File: src/deser_params.svh
//############################
// deser parameters
// word width and FIFO depth of the
// serial-word receiver
//############################

`ifndef DESER_PARAMS_SVH
`define DESER_PARAMS_SVH

// bits per received word, shifted in MSB first
`define DESER_WORD_WIDTH 8

// words held by the output FIFO, kept to a power of two so the pointers wrap on their own
`define DESER_FIFO_DEPTH 4

`endif
File: src/deser_status_pkg.sv
//############################
// deser status package
// fill level and pointer types
// of the word FIFO
//############################

`default_nettype none

`include "deser_params.svh"

package deser_status_pkg;

    localparam int unsigned FIFO_DEPTH = `DESER_FIFO_DEPTH;
    // occupancy runs from empty up to and including a full buffer
    localparam int unsigned FILL_WIDTH = $clog2(FIFO_DEPTH + 1);
    // a one-entry buffer still needs a one-bit index
    localparam int unsigned PTR_WIDTH = (FIFO_DEPTH > 1) ? $clog2(FIFO_DEPTH) : 1;

    typedef logic [FILL_WIDTH-1:0] fill_t;
    typedef logic [PTR_WIDTH-1:0] fifo_ptr_t;

endpackage

`default_nettype wire

File: src/deser_data_pkg.sv
//############################
// deser data package
// word and bit count types shared
// by the converter and the FIFO
//############################

`default_nettype none

`include "deser_params.svh"

package deser_data_pkg;

    // width of one assembled word
    localparam int unsigned WORD_WIDTH = `DESER_WORD_WIDTH;
    // the count has to hold the full word width, not just width minus one
    localparam int unsigned COUNT_WIDTH = $clog2(WORD_WIDTH + 1);

    typedef logic [WORD_WIDTH-1:0] word_t;
    typedef logic [COUNT_WIDTH-1:0] bit_count_t;

endpackage

`default_nettype wire

File: src/deser_top.sv
//############################
// serial-word receiver top
// converter followed by a word FIFO,
// no logic of its own
//############################

`timescale 1ns/10ps
`default_nettype none

module deser_top (
    input  logic                    clock,
    input  logic                    arst_n,
    input  logic                    clock_enable,
    input  logic                    clear,
    input  logic                    serial_in,
    output logic                    serial_ready,
    output logic                    word_valid,
    input  logic                    word_ready,
    output deser_data_pkg::word_t   word,
    output deser_status_pkg::fill_t fill
);

    import deser_data_pkg::*;

    // converter to FIFO stream
    // conv_ready is the FIFO's not-full, so a full FIFO stalls the serial side
    logic  conv_valid;
    logic  conv_ready;
    word_t conv_word;

    // clock_enable only reaches the converter
    // the FIFO keeps draining while the serial side is frozen
    serial_parallel converter (
        .clock        (clock),
        .arst_n       (arst_n),
        .clock_enable (clock_enable),
        .clear        (clear),
        .serial_in    (serial_in),
        .serial_ready (serial_ready),
        .conv_valid   (conv_valid),
        .conv_ready   (conv_ready),
        .conv_word    (conv_word)
    );

    // clear empties the buffer together with the shift chain
    word_fifo #(
        .payload_t (word_t)
    ) buffer (
        .clock      (clock),
        .arst_n     (arst_n),
        .clear      (clear),
        .push_valid (conv_valid),
        .push_ready (conv_ready),
        .push_data  (conv_word),
        .pop_valid  (word_valid),
        .pop_ready  (word_ready),
        .pop_data   (word),
        .fill       (fill)
    );

endmodule

`default_nettype wire

File: src/word_fifo.sv
//############################
// word FIFO
// circular buffer of a fixed depth with
// valid/ready ports on both sides
//############################

`timescale 1ns/10ps
`default_nettype none

module word_fifo #(
    parameter type payload_t = logic
) (
    input  logic                    clock,
    input  logic                    arst_n,
    input  logic                    clear,
    input  logic                    push_valid,
    output logic                    push_ready,
    input  payload_t                push_data,
    output logic                    pop_valid,
    input  logic                    pop_ready,
    output payload_t                pop_data,
    output deser_status_pkg::fill_t fill
);

    import deser_status_pkg::*;

    localparam fill_t FILL_EMPTY = '0;
    localparam fill_t FILL_FULL  = fill_t'(FIFO_DEPTH);

    // storage entries, written at the write pointer and read at the read pointer
    payload_t mem [FIFO_DEPTH];

    fifo_ptr_t wr_ptr;
    fifo_ptr_t rd_ptr;

    // transfers on each side
    logic push_done;
    logic pop_done;

    // both flags come from the fill level alone so neither side waits on the other
    always_comb begin
        push_ready = (fill != FILL_FULL);
        pop_valid  = (fill != FILL_EMPTY);
        push_done  = push_valid && push_ready;
        pop_done   = pop_valid && pop_ready;
    end

    // the head entry is always on the output, pop_valid says whether it counts
    always_comb begin
        pop_data = mem[rd_ptr];
    end

    // a written entry appears on the output right after the write edge
    always_ff @(posedge clock) begin
        if (push_done) begin
            mem[wr_ptr] <= push_data;
        end
    end

    // pointers wrap on their own since the depth is a power of two
    always_ff @(posedge clock or negedge arst_n) begin
        if (!arst_n) begin
            wr_ptr <= '0;
            rd_ptr <= '0;
        end else if (clear) begin
            wr_ptr <= '0;
            rd_ptr <= '0;
        end else begin
            if (push_done) begin
                wr_ptr <= wr_ptr + 1'b1;
            end
            if (pop_done) begin
                rd_ptr <= rd_ptr + 1'b1;
            end
        end
    end

    // occupancy moves only when exactly one side transfers
    // a push and a pop on the same edge leave it as it is
    always_ff @(posedge clock or negedge arst_n) begin
        if (!arst_n) begin
            fill <= FILL_EMPTY;
        end else if (clear) begin
            fill <= FILL_EMPTY;
        end else if (push_done && !pop_done) begin
            fill <= fill + 1'b1;
        end else if (pop_done && !push_done) begin
            fill <= fill - 1'b1;
        end
    end

endmodule

`default_nettype wire

File: src/serial_parallel.sv
//############################
// serial to parallel converter
// shifts in serial bits MSB first and
// offers each word on a valid/ready port
//############################

`timescale 1ns/10ps
`default_nettype none

module serial_parallel (
    input  logic                 clock,
    input  logic                 arst_n,
    input  logic                 clock_enable,
    input  logic                 clear,
    input  logic                 serial_in,
    output logic                 serial_ready,
    output logic                 conv_valid,
    input  logic                 conv_ready,
    output deser_data_pkg::word_t conv_word
);

    import deser_data_pkg::*;

    localparam bit_count_t COUNT_ZERO = '0;
    // the bit that shifts in on the handshake cycle already belongs to the next word
    localparam bit_count_t COUNT_NEXT = bit_count_t'(WORD_WIDTH - 1);

    // bits still missing from the word in the shift chain
    bit_count_t count;

    // counter controls
    logic counter_run;
    logic counter_load;

    // the output word leaves on this cycle
    logic handshake_done;

    // one more serial bit enters the chain on this cycle
    logic shifter_run;

    // MSB-first shift chain, the oldest bit ends up in the top position
    word_t shift_chain;

    // down counter of the remaining shifts
    // clear restarts it at a full word even with clock_enable low
    shift_counter bits_remaining (
        .clock      (clock),
        .arst_n     (arst_n),
        .clear      (clear),
        .run        (counter_run),
        .load       (counter_load),
        .load_value (COUNT_NEXT),
        .count      (count)
    );

    // the word is complete when no bits remain
    // clock_enable low hides the word and stops all shifting
    always_comb begin
        conv_valid     = (count == COUNT_ZERO) && clock_enable;
        handshake_done = conv_valid && conv_ready;

        // keep counting while bits are missing
        counter_run    = (count != COUNT_ZERO) && clock_enable;
        // a completed handshake reloads, so an unbroken stream needs no gap bit
        counter_load   = handshake_done;

        shifter_run    = counter_run || counter_load;
    end

    // the source may move to its next bit only after a cycle with this high
    always_comb begin
        serial_ready = shifter_run;
    end

    // clear empties the chain, otherwise it shifts when the counter allows it
    // under back-pressure the chain holds the finished word in place
    always_ff @(posedge clock) begin
        if (clear) begin
            shift_chain <= '0;
        end else if (shifter_run) begin
            shift_chain <= {shift_chain[WORD_WIDTH-2:0], serial_in};
        end
    end

    // the chain itself is the parallel word
    always_comb begin
        conv_word = shift_chain;
    end

endmodule

`default_nettype wire

File: src/shift_counter.sv
//############################
// shift counter
// loadable down counter of the bits
// still missing from the current word
//############################

`timescale 1ns/10ps
`default_nettype none

`include "deser_params.svh"

module shift_counter (
    input  logic                      clock,
    input  logic                      arst_n,
    input  logic                      clear,
    input  logic                      run,
    input  logic                      load,
    input  deser_data_pkg::bit_count_t load_value,
    output deser_data_pkg::bit_count_t count
);

    import deser_data_pkg::*;

    // a fresh word is missing all of its bits
    localparam bit_count_t COUNT_FULL = bit_count_t'(`DESER_WORD_WIDTH);

    // priority is clear, then load, then run
    // clear has to win even when the caller holds run and load low
    always_ff @(posedge clock or negedge arst_n) begin
        if (!arst_n) begin
            count <= COUNT_FULL;
        end else if (clear) begin
            count <= COUNT_FULL;
        end else if (load) begin
            // load starts the next word while the last one is handed out
            count <= load_value;
        end else if (run) begin
            // the caller drops run once the word is complete
            count <= count - 1'b1;
        end
    end

endmodule

`default_nettype wire

File: config.mk
export PLATFORM = sky130hd
export DESIGN_NAME = deser_top
export DESIGN_NICKNAME = d
export VERILOG_FILES = /design/src/deser_status_pkg.sv /design/src/deser_data_pkg.sv /design/src/deser_top.sv /design/src/word_fifo.sv /design/src/serial_parallel.sv /design/src/shift_counter.sv
export VERILOG_INCLUDE_DIRS = /design/src /design/src/src
export SDC_FILE = /design/constraint.sdc
export NUM_CORES = 1
export LEC_CHECK = 0
export ABC_AREA = 0
export BUFFER_PORTS_ARGS = -buffer_cell sky130_fd_sc_hd__buf_2
export CAP_MARGIN = 20
export CORE_MARGIN = 2
export CORE_UTILIZATION = 30
export CTS_BUF_LIST = sky130_fd_sc_hd__clkbuf_8
export DETAILED_ROUTE_END_ITERATION = 16
export HOLD_SLACK_MARGIN = 0.15
export MAX_ROUTING_LAYER = met4
export SYNTH_ARGS = -nofsm -noshare
export SYNTH_HDL_FRONTEND = slang
export SYNTH_HIERARCHICAL = 1
export SYNTH_SLANG_ARGS = --single-unit
File: constraint.sdc
create_clock -name clock -period 3.57 [get_ports clock]
set_clock_uncertainty 0.15 [all_clocks]
set_input_delay 1.071 -clock clock [delete_from_list [all_inputs] [get_ports clock]]
set_output_delay 1.071 -clock clock [all_outputs]
set_load 0.02 [all_outputs]
==> results.md, run 1 <==
Yosys:
- The number of distinct library cells after synthesis is 49.
- By count the netlist is led by 32 x sky130_fd_sc_hd__edfxtp_1, 11 x sky130_fd_sc_hd__nor2_1, 10 x sky130_fd_sc_hd__dfrtp_1, 10 x sky130_fd_sc_hd__nor3b_1.
- Of the total synthesized cell area, the portion taken by XOR and XNOR cells is 0.01393.
- The largest family of logic cells by synthesized area is simple AND/OR/NAND/NOR gates.
- The number of warnings reported in the yosys synthesis log is 6.
- The average instance in the mapped netlist occupies 12.83 sq um.
- After synthesis, the cell types taking the most area are sky130_fd_sc_hd__edfxtp_1 38%, sky130_fd_sc_hd__dfrtp_1 10%, sky130_fd_sc_hd__mux4_2 7.2%.
- Among all flip-flop cells after synthesis, the most frequent one is sky130_fd_sc_hd__edfxtp_1.
- The post-synthesis cell type with the largest combined area is sky130_fd_sc_hd__edfxtp_1.
- In this run the cell area of the synthesized design comes to 2515 sq um.
- The most common cell in the netlist is sky130_fd_sc_hd__edfxtp_1.
- The share of async-settable or async-resettable flops after synthesis is 0.2157.
- Of the total synthesized cell area, the portion taken by full adders, half adders and majority gates is 0.03284.
- Synthesis inferred 51 register bits.
- The number of enable flip-flop cells after synthesis is 32.
- The compound-gate portion of the synthesized area is 0.09055.
- Of the total synthesized cell area, the portion taken by AND, OR, NAND and NOR gates is 0.1552.
- The area share of the largest cell type after synthesis is 0.3821.
- The sequential area share after synthesis is 0.5557.
- Measured against the total synthesized area, the mux share comes to 0.09254.
- After technology mapping, the gate count stands at about 200.

STA:
- The final setup slack of the worst path is approximately 0.36 ns.
- Of the available clock period, the critical path in the final layout requires 0.9004.
- The final number of hold-violating endpoints was 0.
- Setup repair after global routing left no endpoint under its margin.
- The setup total negative slack is 0 ns.
- Setup violations remaining at the end of the flow were counted as 0.
- Measured against its own limit, the worst slew margin works out to 0.5982.
- Timing would allow up to between 0.3 and 0.4 GHz.
- The number of pins with negative max-slew slack in the final report came to 0.
- The final critical path time including I/O delays and setup is around 3.2 ns.
- For the pin with the worst max-slew slack, the measured transition is between 0.6 and 0.7 ns.

Final layout:
- The final net count is 221.
- Excluding fillers, the count of instances in the completed layout stands at 315.
- After filler insertion, the fill cell instance count of the layout stands at 820.
- Relative to the synthesized area, the layout overhead comes to 10.30%.
- The count of inserted antenna diode cells is 0.
- Of the cells placed in the final design, the portion with a size suffix greater than 1 is 0.2238.

Pwr:
- The sequential fraction of design power is 0.472.
- The power density normalized to cell area is between 600 and 700 nW/um^2.
- The share of power burned in the clock network is 0.241.
- The net switching power of the design is 0.5908 mW.
- Of the total power, combinational logic draws 0.288.
- VDD sags by at most 0.0002135 V.
- The switching power as a share of total power is 0.3428.
- The standby leakage power is 0.9728 nW.
- After layout, the design draws a total of 1.723 mW.
- The internal power of the cells is between 1 and 1.5 mW.

Floorplanning:
- The total area inside the core boundary comes to 8175 sq um.
- From bottom edge to top edge, the die measures 95.56 um.
- 19 I/O pins were placed.
- The effective utilization at floorplan is 0.3076.
- The number of placement rows is 33.
- The floorplan step defined a die boundary enclosing between 9000 and 10,000 sq um.
- The die extent in x is roughly 96 um.

GRT:
- Entering global routing, the biggest net connects 34 pins.
- The number of global-route vias before repair came to approximately 1,500.
- Global routing finished with a remaining overflow of 0.
- Across every metal layer, demand over resource in global routing totals 0.1127.
- The first-pass GRT wire length is 7555 um.
- The number of antenna violations at the first check in global routing was 0.

Place:
- The placer congestion estimate is 0.7603.
- Counting tap cells, the placed design contains a total of between 300 and 400 instances.
- The HPWL after detailed placement is between 2000 and 3000 um.
- The worst slack at placement is around 0.47 ns.
- The count of buffers from port buffering is 18.

Critical path:
- The type of element capturing the critical path is an output port.
- The data arrival time of the critical path is 1.99 ns.
- The maximum fanout along the worst path is 10.
- In this run the worst setup path begins at buffer/fill[2]$_DFFE_PN0P_.
- The gate family responsible for the most delay along the worst path is buffers and inverters.
- The setup path with the least slack is of type register to output port.
- The worst register-to-register path begins at converter/bits_remaining/count[1]$_DFFE_PN0P_.
- For the worst setup path, the data required time is 2.35 ns.
- The critical path contains buffers and inverters numbering 3 combined.
- In this design, the stage delay of the slowest critical-path cell is 0.51 ns.
- The kind of start point of the critical path is a register.
- The signal on the critical path passes through nor3b_1 > inv_1 > clkinv_1 > a21boi_1 > buf_2.
- The slowest stage of the critical path is the sky130_fd_sc_hd__dfrtp_1 cell.

Clock tree:
- Clock-pin slew was measured on the worst setup and hold paths at approximately 0.1 ns.
- The CTS tree is done.
- The number of buffers on the longest clock path is 2.
- The later-pin clock latency in the skew report is 0.30 ns.
- In this run, CTS created clock tree buffers numbering 5.
- Post-CTS repair changed the size of 0 cells.
- The post-CTS setup repair buffer count is 0.
- In this run the clock root is driven by a sky130_fd_sc_hd__clkbuf_8.
- Clock tree synthesis found a total of between 50 and 60 sinks.
- For this design, the CTS-stage hold fixing added 0 buffers.
- The clock tree synthesis step divided the H-tree into 2 levels.

Hold path:
- The worst hold path startpoint is converter/conv_word[2]$_SDFFE_PP0P_.
- The min-delay analysis places its worst path in the category register to register.

Route:
- Detailed routing inserted a total of 1,564 vias.
- For this run, the detailed router's first-pass iteration total came to 4.
- The first routing iteration left 65 violations.
- The routed design has 4539 um of wire.
- The post-detailed-route DRC marker count is 0.
- The per-cell via count in the routed design is 4.965.
- The number of antenna-violating nets in the routed design is 0.
- After detailed routing, the average wire length per cell comes to 14.41 um.

Run:
- The tool flagged a number of max-cap violations equal to 0.

Outcome:
- The run finished with clean final reports.
## kinds of logic (layout without fill, tap and decap cells)
kind of cell	count (synthesis)	after routing
AND/OR/NAND/NOR	63	63
flip-flops	51	51
AO/OA/AOI/OAI	30	30
buffers and inverters	27	39
multiplexers	13	13
adder cells (fa/ha/maj)	6	6
XOR/XNOR	4	4
other	2	4
## registers in the layout (all words and copies together), names as in the netlist
name,count
buffer/fill,3
buffer/mem,32
buffer/rd_ptr,2
buffer/wr_ptr,2
converter/bits_remaining/count,4
converter/conv_word,8
## final cells by class
| type | instances | area, sq um | area share |
|---|---|---|---|
| clock buffers | 5 | 68.82 | 0.02481 |
| clock inverters | 3 | 46.29 | 0.01669 |
| inverters | 11 | 41.29 | 0.01488 |
| multi-input cells | 120 | 983.4 | 0.3545 |
| flip-flops and latches | 51 | 1398 | 0.5038 |
| well taps | 105 | 131.4 | 0.04736 |
| repair buffers | 20 | 105.1 | 0.03789 |
## worst paths after layout
check / end / slack (ns) / depth (start not counted)
max in group asynchronous: converter/bits_remaining/count[3]$_DFFE_PN1P_ / 2.52 / 1
min reg2reg: buffer/mem[3][2]$_DFFE_PP_ / 0.41 / 0
min: buffer/mem[3][2]$_DFFE_PP_ / 0.41 / 0
max reg2reg: buffer/fill[2]$_DFFE_PN0P_ / 0.65 / 9
min in group asynchronous: buffer/fill[2]$_DFFE_PN0P_ / 0.48 / 1
max: serial_ready / 0.36 / 5
## worst register-to-register path: stages (launching register included)
cell,delay [ns]
sky130_fd_sc_hd__dfrtp_1,0.45
sky130_fd_sc_hd__nor4_4,0.29
sky130_fd_sc_hd__buf_4,0.26
sky130_fd_sc_hd__and2_1,0.39
sky130_fd_sc_hd__inv_1,0.17
sky130_fd_sc_hd__nor3_1,0.27
sky130_fd_sc_hd__fa_1,0.30
sky130_fd_sc_hd__nand3b_1,0.11
sky130_fd_sc_hd__a311oi_1,0.27
sky130_fd_sc_hd__o311a_1,0.21
## cells in the final DEF, fill, tap and decap left out, types with 2 or more instances in the layout
| master | instances |
|---|---|
| sky130_fd_sc_hd__nor2b_1 | 4 |
| sky130_fd_sc_hd__edfxtp_1 | 32 |
| sky130_fd_sc_hd__a21oi_1 | 3 |
| sky130_fd_sc_hd__mux2_2 | 2 |
| sky130_fd_sc_hd__nand4_1 | 8 |
| sky130_fd_sc_hd__buf_4 | 2 |
| sky130_fd_sc_hd__nor3_1 | 3 |
| sky130_fd_sc_hd__inv_1 | 9 |
| sky130_fd_sc_hd__nor3b_1 | 10 |
| sky130_fd_sc_hd__xor2_1 | 3 |
| sky130_fd_sc_hd__ha_1 | 5 |
| sky130_fd_sc_hd__nor2_1 | 11 |
| sky130_fd_sc_hd__nand2_1 | 9 |
| sky130_fd_sc_hd__clkbuf_8 | 5 |
| sky130_fd_sc_hd__mux4_2 | 8 |
| sky130_fd_sc_hd__conb_1 | 4 |
| sky130_fd_sc_hd__clkinv_1 | 2 |
| sky130_fd_sc_hd__o21a_1 | 2 |
| sky130_fd_sc_hd__a31oi_1 | 8 |
| sky130_fd_sc_hd__o21ai_0 | 2 |
| sky130_fd_sc_hd__dfxtp_1 | 8 |
| sky130_fd_sc_hd__and3_1 | 5 |
| sky130_fd_sc_hd__o311ai_1 | 8 |
| sky130_fd_sc_hd__nand3b_1 | 2 |
| sky130_fd_sc_hd__dfrtp_1 | 10 |
| sky130_fd_sc_hd__mux2i_1 | 3 |
| sky130_fd_sc_hd__buf_2 | 18 |
| sky130_fd_sc_hd__nand3_1 | 2 |
## power by group through the flow
stage / Combinational, mW / Sequential, mW / Clock [mW]
2_1_floorplan: 0.441 / 0.783 / 0
6_report: 0.496 / 0.813 / 0.415
4_1_cts: 0.499 / 0.815 / 0.426
5_1_grt: 0.552 / 0.830 / 0.449
3_3_place_gp: 0.491 / 0.824 / 0
3_5_place_dp: 0.498 / 0.827 / 0
## per-layer routing
layer | up-vias | part of all wire | track usage
met3 | 5 | 0.030 | 0.02372
met1 | 771 | 0.49 | 0.1525
li1 | 763 | - | -
met4 | 0 | 0.015 | 0.03929
met5 | - | 0 | -
met2 | 25 | 0.47 | 0.1684
## stage by stage
stage	util	instance area, sq um	hold WS [ns]
final	0.3393	2774	0.4135
after global routing	0.3393	2774	0.4371
after CTS	0.3393	2774	0.4151
after detailed placement	0.3252	2659	0.3966
after global placement	0.3252	2659	0.3878
after floorplan	-	2522	0.3235
Note: power is estimated with default switching activity, not from simulation.
==> run 2, diff against run 1 <==
PLACE_DENSITY = 0.56   (was unset)
==> run 2 against run 1 <==
Compared with the run above:
- register-to-register slack gained 0.28 ns
- setup slack better by 0.022 ns
- fmax is 0.67% higher
- first-iteration DRC count increased by 98%
- largest power group unchanged
- critical path type unchanged
- wire length rose by 3.5%
- critical path depth stayed put
- power fell by 3.2%
- sequential power about the same
- die area did not move
==> results.md, run 2 (synthesis gave the netlist of run 1 again) <==
Outcome:
- Result of the run: finished clean (unchanged).

GRT:
- The busiest layer in global routing was met2 (unchanged).
- The global-route met1 utilization came to 0.1573 (was 0.1525).
- The maximum number of pins on one net before global-route repair is 34 (unchanged).
- The global routing met2 resource utilization is 0.1818 (was 0.1684).
- The met3 demand-to-capacity share in global routing is 0.02134 (was 0.02372).
- The number of antenna violations at the first check in global routing is 0 (unchanged).
- The global route total overflow is 0 (unchanged).
- The total global-route track usage came to 0.1180 (was 0.1127).
- The first-pass GRT wire length was 7997 um (was 7555 um).
- The number of global-route vias before repair was 1,573 (was 1,467).

Final layout:
- The fraction of layout cells with a size suffix above 1 is 0.2275 (was 0.2238).
- The number of flip-flops in the largest register is 32 (unchanged).
- The final standard cell utilization of the core is 0.3381 (was 0.3393).
- The area taken by flip-flops and latches came to 1398 sq um (unchanged).
- The count of inserted antenna diode cells is 0 (unchanged).
- The layout-stage area growth over the synthesis result is 9.900% (was 10.30%).
- The layout filler cell count is 835 (was 820).
- The largest register by flop count was buffer/mem (unchanged).
- Commonest cells after routing, fill and taps aside: 32 x sky130_fd_sc_hd__edfxtp_1, 18 x sky130_fd_sc_hd__buf_2, 11 x sky130_fd_sc_hd__nor2_1 (unchanged).
- The most common library cell in the layout ignoring fill and taps is sky130_fd_sc_hd__edfxtp_1 (unchanged).
- The final net count is 222 (was 221).
- The area of the multi-input gates is 983.4 sq um (unchanged).

Place:
- The detailed-placement wirelength estimate is 3132 um (was 2979 um).
- The placer congestion estimate is 0.7770 (was 0.7603).
- The count of buffers from port buffering is 18 (unchanged).

Floorplanning:
- The die boundary height was 95.56 um (unchanged).
- The top-level port count is 19 (unchanged).
- The overall die area came to 9132 sq um (unchanged).
- The die extent in x is 95.56 um (unchanged).
- The placeable core region is 8175 sq um (unchanged).
- The number of placement rows is 33 (unchanged).
- The effective utilization at floorplan was 0.3076 (unchanged).

Clock tree:
- The clock transition at the registers of the reported paths is 0.10 ns (about the same).
- The later-pin clock latency in the skew report is 0.31 ns (was 0.30 ns).
- The number of buffers created by CTS came to 5 (unchanged).
- The number of buffers on the longest clock path is 2 (unchanged).
- The hold buffer count at CTS is 0 (unchanged).
- The H-tree depth is 2 (unchanged).
- The clock sink count was 51 (unchanged).
- The CTS tree is done (unchanged).
- The number of cells upsized or downsized after cts is 0 (unchanged).
- The root cell of the clock tree is sky130_fd_sc_hd__clkbuf_8 (unchanged).
- The post-CTS setup repair buffer count was 0 (unchanged).

Pwr:
- The worst-case vdd ir drop is 0.0002054 V (was 0.0002135 V).
- The power density normalized to cell area is 603.5 nW/um^2 (was 621.2 nW/um^2).
- The standby leakage power is 0.9737 nW (was 0.9728 nW).

Critical path:
- The source of the critical timing path is buffer/fill[2]$_DFFE_PN0P_ (unchanged).
- The critical path start-end classification is register to output port (unchanged).
- The type of element capturing the critical path is an output port (unchanged).
- The required arrival time at the worst endpoint is 2.35 ns (about the same).
- The length in cells of the worst reg-to-reg path is 9 (unchanged).
- The maximum fanout along the worst path is 10 (unchanged).
- The minimum setup slack among reg-to-reg paths was 0.93 ns (was 0.65 ns).
- The end of the worst register-to-register path is buffer/fill[2]$_DFFE_PN0P_ (unchanged).
- The kind of start point of the critical path is a register (unchanged).
- The worst flop-to-flop path startpoint is converter/bits_remaining/count[1]$_DFFE_PN0P_ (unchanged).
- The data arrival time of the critical path is 1.97 ns (was 1.99 ns).

Route:
- The post-detailed-route wirelength per cell is 14.86 um (was 14.41 um).
- The iteration-0 DRC count of the detailed router is 129 (was 65).
- The first-pass detailed-route iteration total is 4 (unchanged).
- The number of antenna-violating nets in the routed design is 0 (unchanged).
- The post-detailed-route DRC marker count is 0 (unchanged).
- The per-cell via count in the routed design is 4.835 (was 4.965).
- The routed via count is 1,528 (was 1,564).
- The total length of routed wires is 4697 um (was 4539 um).

Run:
- The max capacitance violation total is 0 (unchanged).

STA:
- The final critical path time including I/O delays and setup is 3.193 ns (was 3.215 ns).
- The final number of hold-violating endpoints is 0 (unchanged).
- The fmax is 0.3132 GHz (was 0.3111 GHz).
- The worst-case headroom to the max-slew limit is 0.5772 (was 0.5982).
- The setup total negative slack is 0 ns (unchanged).
- The actual transition at the worst max-transition pin is 0.6343 ns (was 0.6014 ns).
- RSZ-0062 raised after global routing: no (unchanged).
- The number of pins with negative max-slew slack in the final report came to 0 (unchanged).
- The part of the cycle the worst path needs was 0.8944 (was 0.9004).
- The setup violation total in the final timing report is 0 (unchanged).

Hold path:
- The classification of the worst-slack hold path is register to register (unchanged).
- The worst hold path startpoint is converter/conv_word[7]$_SDFFE_PP0P_ (was converter/conv_word[2]$_SDFFE_PP0P_).
- The sink of the worst hold path is buffer/mem[0][7]$_DFFE_PP_ (was buffer/mem[3][2]$_DFFE_PP_).
- The cell count of the worst hold path is 0 (unchanged).
==> run 2: cell count changes in the layout (fill, tap and decap cells not counted), sizes merged <==
cell,change
buf,+1
bufinv,-1
clkinv,+2
clkinvlp,-1
==> run 2: worst max-delay path: stages (launching register included) <==
cell                       delay (ns)
sky130_fd_sc_hd__dfrtp_1         0.52
sky130_fd_sc_hd__nor3b_1         0.42
sky130_fd_sc_hd__inv_1           0.22
sky130_fd_sc_hd__clkinv_1        0.24
sky130_fd_sc_hd__a21boi_1        0.10
sky130_fd_sc_hd__buf_2           0.17
==> run 2: metrics by stage <==
step                      area, sq um  hold WS, ns  total power [mW]  setup WS [ns]  std cells
after floorplan                  2522       0.3235             1.223         0.4402        198
after global placement           2666       0.3910             1.318         0.6930        308
after detailed placement         2666       0.3947             1.333         0.6315        308
after CTS                        2764       0.4115             1.685         0.3591        316
after global routing             2764       0.4301             1.785         0.1560        316
final                            2764       0.4085             1.668         0.3769        316
==> run 2: layout make-up <==
type | instances | area share
Inverter | 11 | 0.01494
Tap cell | 105 | 0.04753
Clock inverter | 3 | 0.01041
Sequential cell | 51 | 0.5057
Clock buffer | 5 | 0.02490
Multi-Input combinational cell | 120 | 0.3558
Timing Repair Buffer | 21 | 0.04074
==> run 2: worst max-delay path by stage <==
stage / end / slack (ns) / cells past startpoint
floorplan: buffer/fill[2]$_DFFE_PN0P_ / 0.44 / 10
global placement: buffer/fill[2]$_DFFE_PN0P_ / 0.69 / 8
detailed placement: buffer/fill[2]$_DFFE_PN0P_ / 0.63 / 8
CTS: serial_ready / 0.36 / 5
global route: serial_ready / 0.16 / 5
finish: serial_ready / 0.38 / 5
==> run 2: report_power, final <==
group	switching (mW)	internal (mW)	total, mW
registers	0.110	0.701	0.811
clock network	0.211	0.146	0.356
logic	0.278	0.223	0.501
==> run 2: routing by layer <==
| metal | routed length [um] | vias up | part of all wire |
|---|---|---|---|
| met5 | 0 | - | 0 |
| met4 | 39 | 0 | 0.0083 |
| met2 | 2204 | 17 | 0.47 |
| li1 | - | 762 | - |
| met1 | 2315 | 745 | 0.49 |
| met3 | 138 | 4 | 0.029 |
==> run 3, diff against run 2 <==
--- a/constraint.sdc
+++ b/constraint.sdc
@@ -4,2 +4,2 @@
 set_output_delay 1.071 -clock clock [all_outputs]
-set_load 0.02 [all_outputs]
+set_load 0.005 [all_outputs]
==> run 3 against run 2 <==
Compared with the run above:
- clock power down 5%
- clock-buffer cell count unchanged
- utilization about the same
- wire length fell by 3.5%
- non-clock buffer count unchanged
- worst hold slack better by 0.0070 ns
- sequential power hardly changed
- power decreased by 4.5%
- critical path type unchanged
- critical endpoint unchanged
- largest cell class unchanged
- highest routed layer unchanged
==> results.md, run 3 (synthesis gave the netlist of run 1 again) <==
Outcome:
- Result of the run: finished clean (unchanged).

STA:
- The setup violation total in the final timing report is 0 (unchanged).
- The setup total negative slack is 0 ns (unchanged).
- The fmax is 0.3109 GHz (was 0.3132 GHz).
- The final critical path time including I/O delays and setup is 3.217 ns (was 3.193 ns).
- The number of pins with negative max-slew slack in the final report came to 0 (unchanged).
- The final number of hold-violating endpoints came to 0 (unchanged).
- The part of the cycle the worst path needs is 0.9010 (was 0.8944).
- The worst-case headroom to the max-slew limit is 0.6003 (was 0.5772).
- The actual transition at the worst max-transition pin is 0.5983 ns (was 0.6343 ns).
- RSZ-0062 raised after global routing: no (unchanged).

Clock tree:
- The hold buffer count at CTS is 0 (unchanged).
- The number of cells upsized or downsized after cts is 0 (unchanged).
- The root cell of the clock tree is sky130_fd_sc_hd__clkbuf_8 (unchanged).
- The later-pin clock latency in the skew report is 0.30 ns (was 0.31 ns).
- The clock sink count is 51 (unchanged).
- The number of buffers on the longest clock path is 2 (unchanged).
- The H-tree depth is 2 (unchanged).
- The number of buffers created by CTS is 5 (unchanged).
- The post-CTS setup repair buffer count is 0 (unchanged).
- The clock transition at the registers of the reported paths is 0.09 ns (was 0.10 ns).
- The CTS tree is done (unchanged).

Route:
- The post-detailed-route wirelength per cell is 14.35 um (was 14.86 um).
- The routed via count is 1,538 (was 1,528).
- The total length of routed wires was 4534 um (was 4697 um).
- The per-cell via count in the routed design came to 4.867 (was 4.835).
- The iteration-0 DRC count of the detailed router came to 160 (was 129).
- The first-pass detailed-route iteration total is 8 (was 4).
- The number of antenna-violating nets in the routed design is 0 (unchanged).
- The post-detailed-route DRC marker count came to 0 (unchanged).

Floorplanning:
- The number of placement rows is 33 (unchanged).
- The effective utilization at floorplan came to 0.3076 (unchanged).
- The die extent in x came to 95.56 um (unchanged).
- The die boundary height came to 95.56 um (unchanged).
- The overall die area is 9132 sq um (unchanged).
- The top-level port count came to 19 (unchanged).
- The placeable core region is 8175 sq um (unchanged).

Pwr:
- The standby leakage power is 0.9686 nW (was 0.9737 nW).
- The power density normalized to cell area was 576.9 nW/um^2 (was 603.5 nW/um^2).
- The share of power burned in the clock network is 0.213 (was 0.214).
- The internal power of the cells is 1.065 mW (was 1.070 mW).
- The switching power as a share of total power is 0.3312 (was 0.3587).
- The sequential fraction of design power is 0.508 (was 0.486).
- The net switching power of the design is 0.5273 mW (was 0.5984 mW).
- The worst-case vdd ir drop is 0.0001832 V (was 0.0002054 V).
- The portion of total power attributed to combinational logic came to 0.279 (was 0.300).
- The power consumption came to 1.592 mW (was 1.668 mW).

GRT:
- The number of global-route vias before repair is 1,483 (was 1,573).
- The global route total overflow is 0 (unchanged).
- The maximum number of pins on one net before global-route repair was 34 (unchanged).
- The first-pass GRT wire length is 7548 um (was 7997 um).
- The total global-route track usage is 0.1116 (was 0.1180).
- The number of antenna violations at the first check in global routing came to 0 (unchanged).

Critical path:
- The worst stage delay on the critical path is 0.53 ns (was 0.52 ns).
- The maximum fanout along the worst path is 10 (unchanged).
- The data arrival time of the critical path is 2.00 ns (was 1.97 ns).
- The length in cells of the worst reg-to-reg path was 9 (unchanged).
- The critical path start-end classification is register to output port (unchanged).
- The gate family responsible for the most delay along the worst path is buffers and inverters (unchanged).
- The number of buffer and inverter instances along the worst setup path is 3 (unchanged).
- The minimum setup slack among reg-to-reg paths is 0.95 ns (was 0.93 ns).
- The type of element capturing the critical path is an output port (unchanged).
- The number of stages on the worst setup path is 5 (unchanged).
- The kind of start point of the critical path is a register (unchanged).
- The cell with the largest stage delay on the worst path was sky130_fd_sc_hd__dfrtp_1 (unchanged).
- The required arrival time at the worst endpoint is 2.35 ns (about the same).
- Cell-by-cell trace of the critical path: nor3b_1 > inv_1 > clkinv_1 > a21boi_1 > buf_2 (unchanged).

Place:
- The count of buffers from port buffering is 18 (unchanged).
- The placed instance area is 2666 sq um (unchanged).
- The detailed-placement wirelength estimate is 3013 um (was 3132 um).
- The placer congestion estimate is 0.7994 (was 0.7770).
- The cell count after placement is 308 (unchanged).

Run:
- The max capacitance violation total came to 0 (unchanged).

Final layout:
- The final standard cell utilization of the core is 0.3376 (was 0.3381).
- The number of flip-flops in the largest register came to 32 (unchanged).
- The count of inserted antenna diode cells is 0 (unchanged).
- The largest register by flop count was buffer/mem (unchanged).
- The number of standard cells in the layout, taps in and fillers out is 316 (unchanged).
- Commonest cells after routing, fill and taps aside: 32 x sky130_fd_sc_hd__edfxtp_1, 18 x sky130_fd_sc_hd__buf_2, 11 x sky130_fd_sc_hd__nor2_1 (unchanged).
- The most common library cell in the layout ignoring fill and taps was sky130_fd_sc_hd__edfxtp_1 (unchanged).
- The final net count is 222 (unchanged).
- The layout-stage area growth over the synthesis result is 9.751% (was 9.900%).
- The fraction of layout cells with a size suffix above 1 was 0.2275 (unchanged).
- The final instance area is 2760 sq um (was 2764 sq um).

Hold path:
- The cell count of the worst hold path is 0 (unchanged).
- The classification of the worst-slack hold path is register to register (unchanged).
run 3: cell count changes in the layout (fill, tap and decap cells not counted), sizes merged:
cell	previous run	this run
clkinvlp	0	1
inv	10	11
clkinv	4	2
run 3: power groups by stage:
stage	clock (mW)	sequential (mW)	combinational [mW]
detailed placement	0	0.825	0.445
finish	0.339	0.810	0.444
floorplan	0	0.768	0.399
global route	0.373	0.829	0.502
CTS	0.354	0.812	0.448
global placement	0	0.822	0.443
run 3: final cells by class:
class | count | area, sq um
clock buffer | 5 | 68.82
clock inverter | 3 | 25.02
fill | 821 | 5415
inverter | 11 | 41.29
multi-input combinational | 120 | 983.4
sequential | 51 | 1398
tap | 105 | 131.4
timing repair buffer | 21 | 112.6
run 3: per-layer routing:
| metal | up-vias | wire, um | global-route usage |
|---|---|---|---|
| met1 | 742 | 2205 | 0.1505 |
| met4 | 0 | 60 | 0.04167 |
| met5 | - | 0 | - |
| met3 | 4 | 143 | 0.02213 |
| li1 | 766 | - | - |
| met2 | 26 | 2124 | 0.1667 |
run 3: per-stage QoR:
stage / hold slack, ns / worst slack (ns)
2_1_floorplan: 0.3235 / 0.4403
3_3_place_gp: 0.3964 / 0.5910
3_5_place_dp: 0.3905 / 0.5866
4_1_cts: 0.4207 / 0.3461
5_1_grt: 0.4388 / 0.1984
6_report: 0.4155 / 0.3533
run 3: worst paths after layout:
path | from | end
worst max-delay path | buffer/fill[2]$_DFFE_PN0P_ | serial_ready
worst max register to register | converter/bits_remaining/count[3]$_DFFE_PN1P_ | buffer/fill[2]$_DFFE_PN0P_
worst min-delay path | converter/conv_word[7]$_SDFFE_PP0P_ | buffer/mem[2][7]$_DFFE_PP_
worst min register to register | converter/conv_word[7]$_SDFFE_PP0P_ | buffer/mem[2][7]$_DFFE_PP_
min in group asynchronous | arst_n | buffer/fill[1]$_DFFE_PN0P_
max in group asynchronous | arst_n | converter/bits_remaining/count[3]$_DFFE_PN1P_
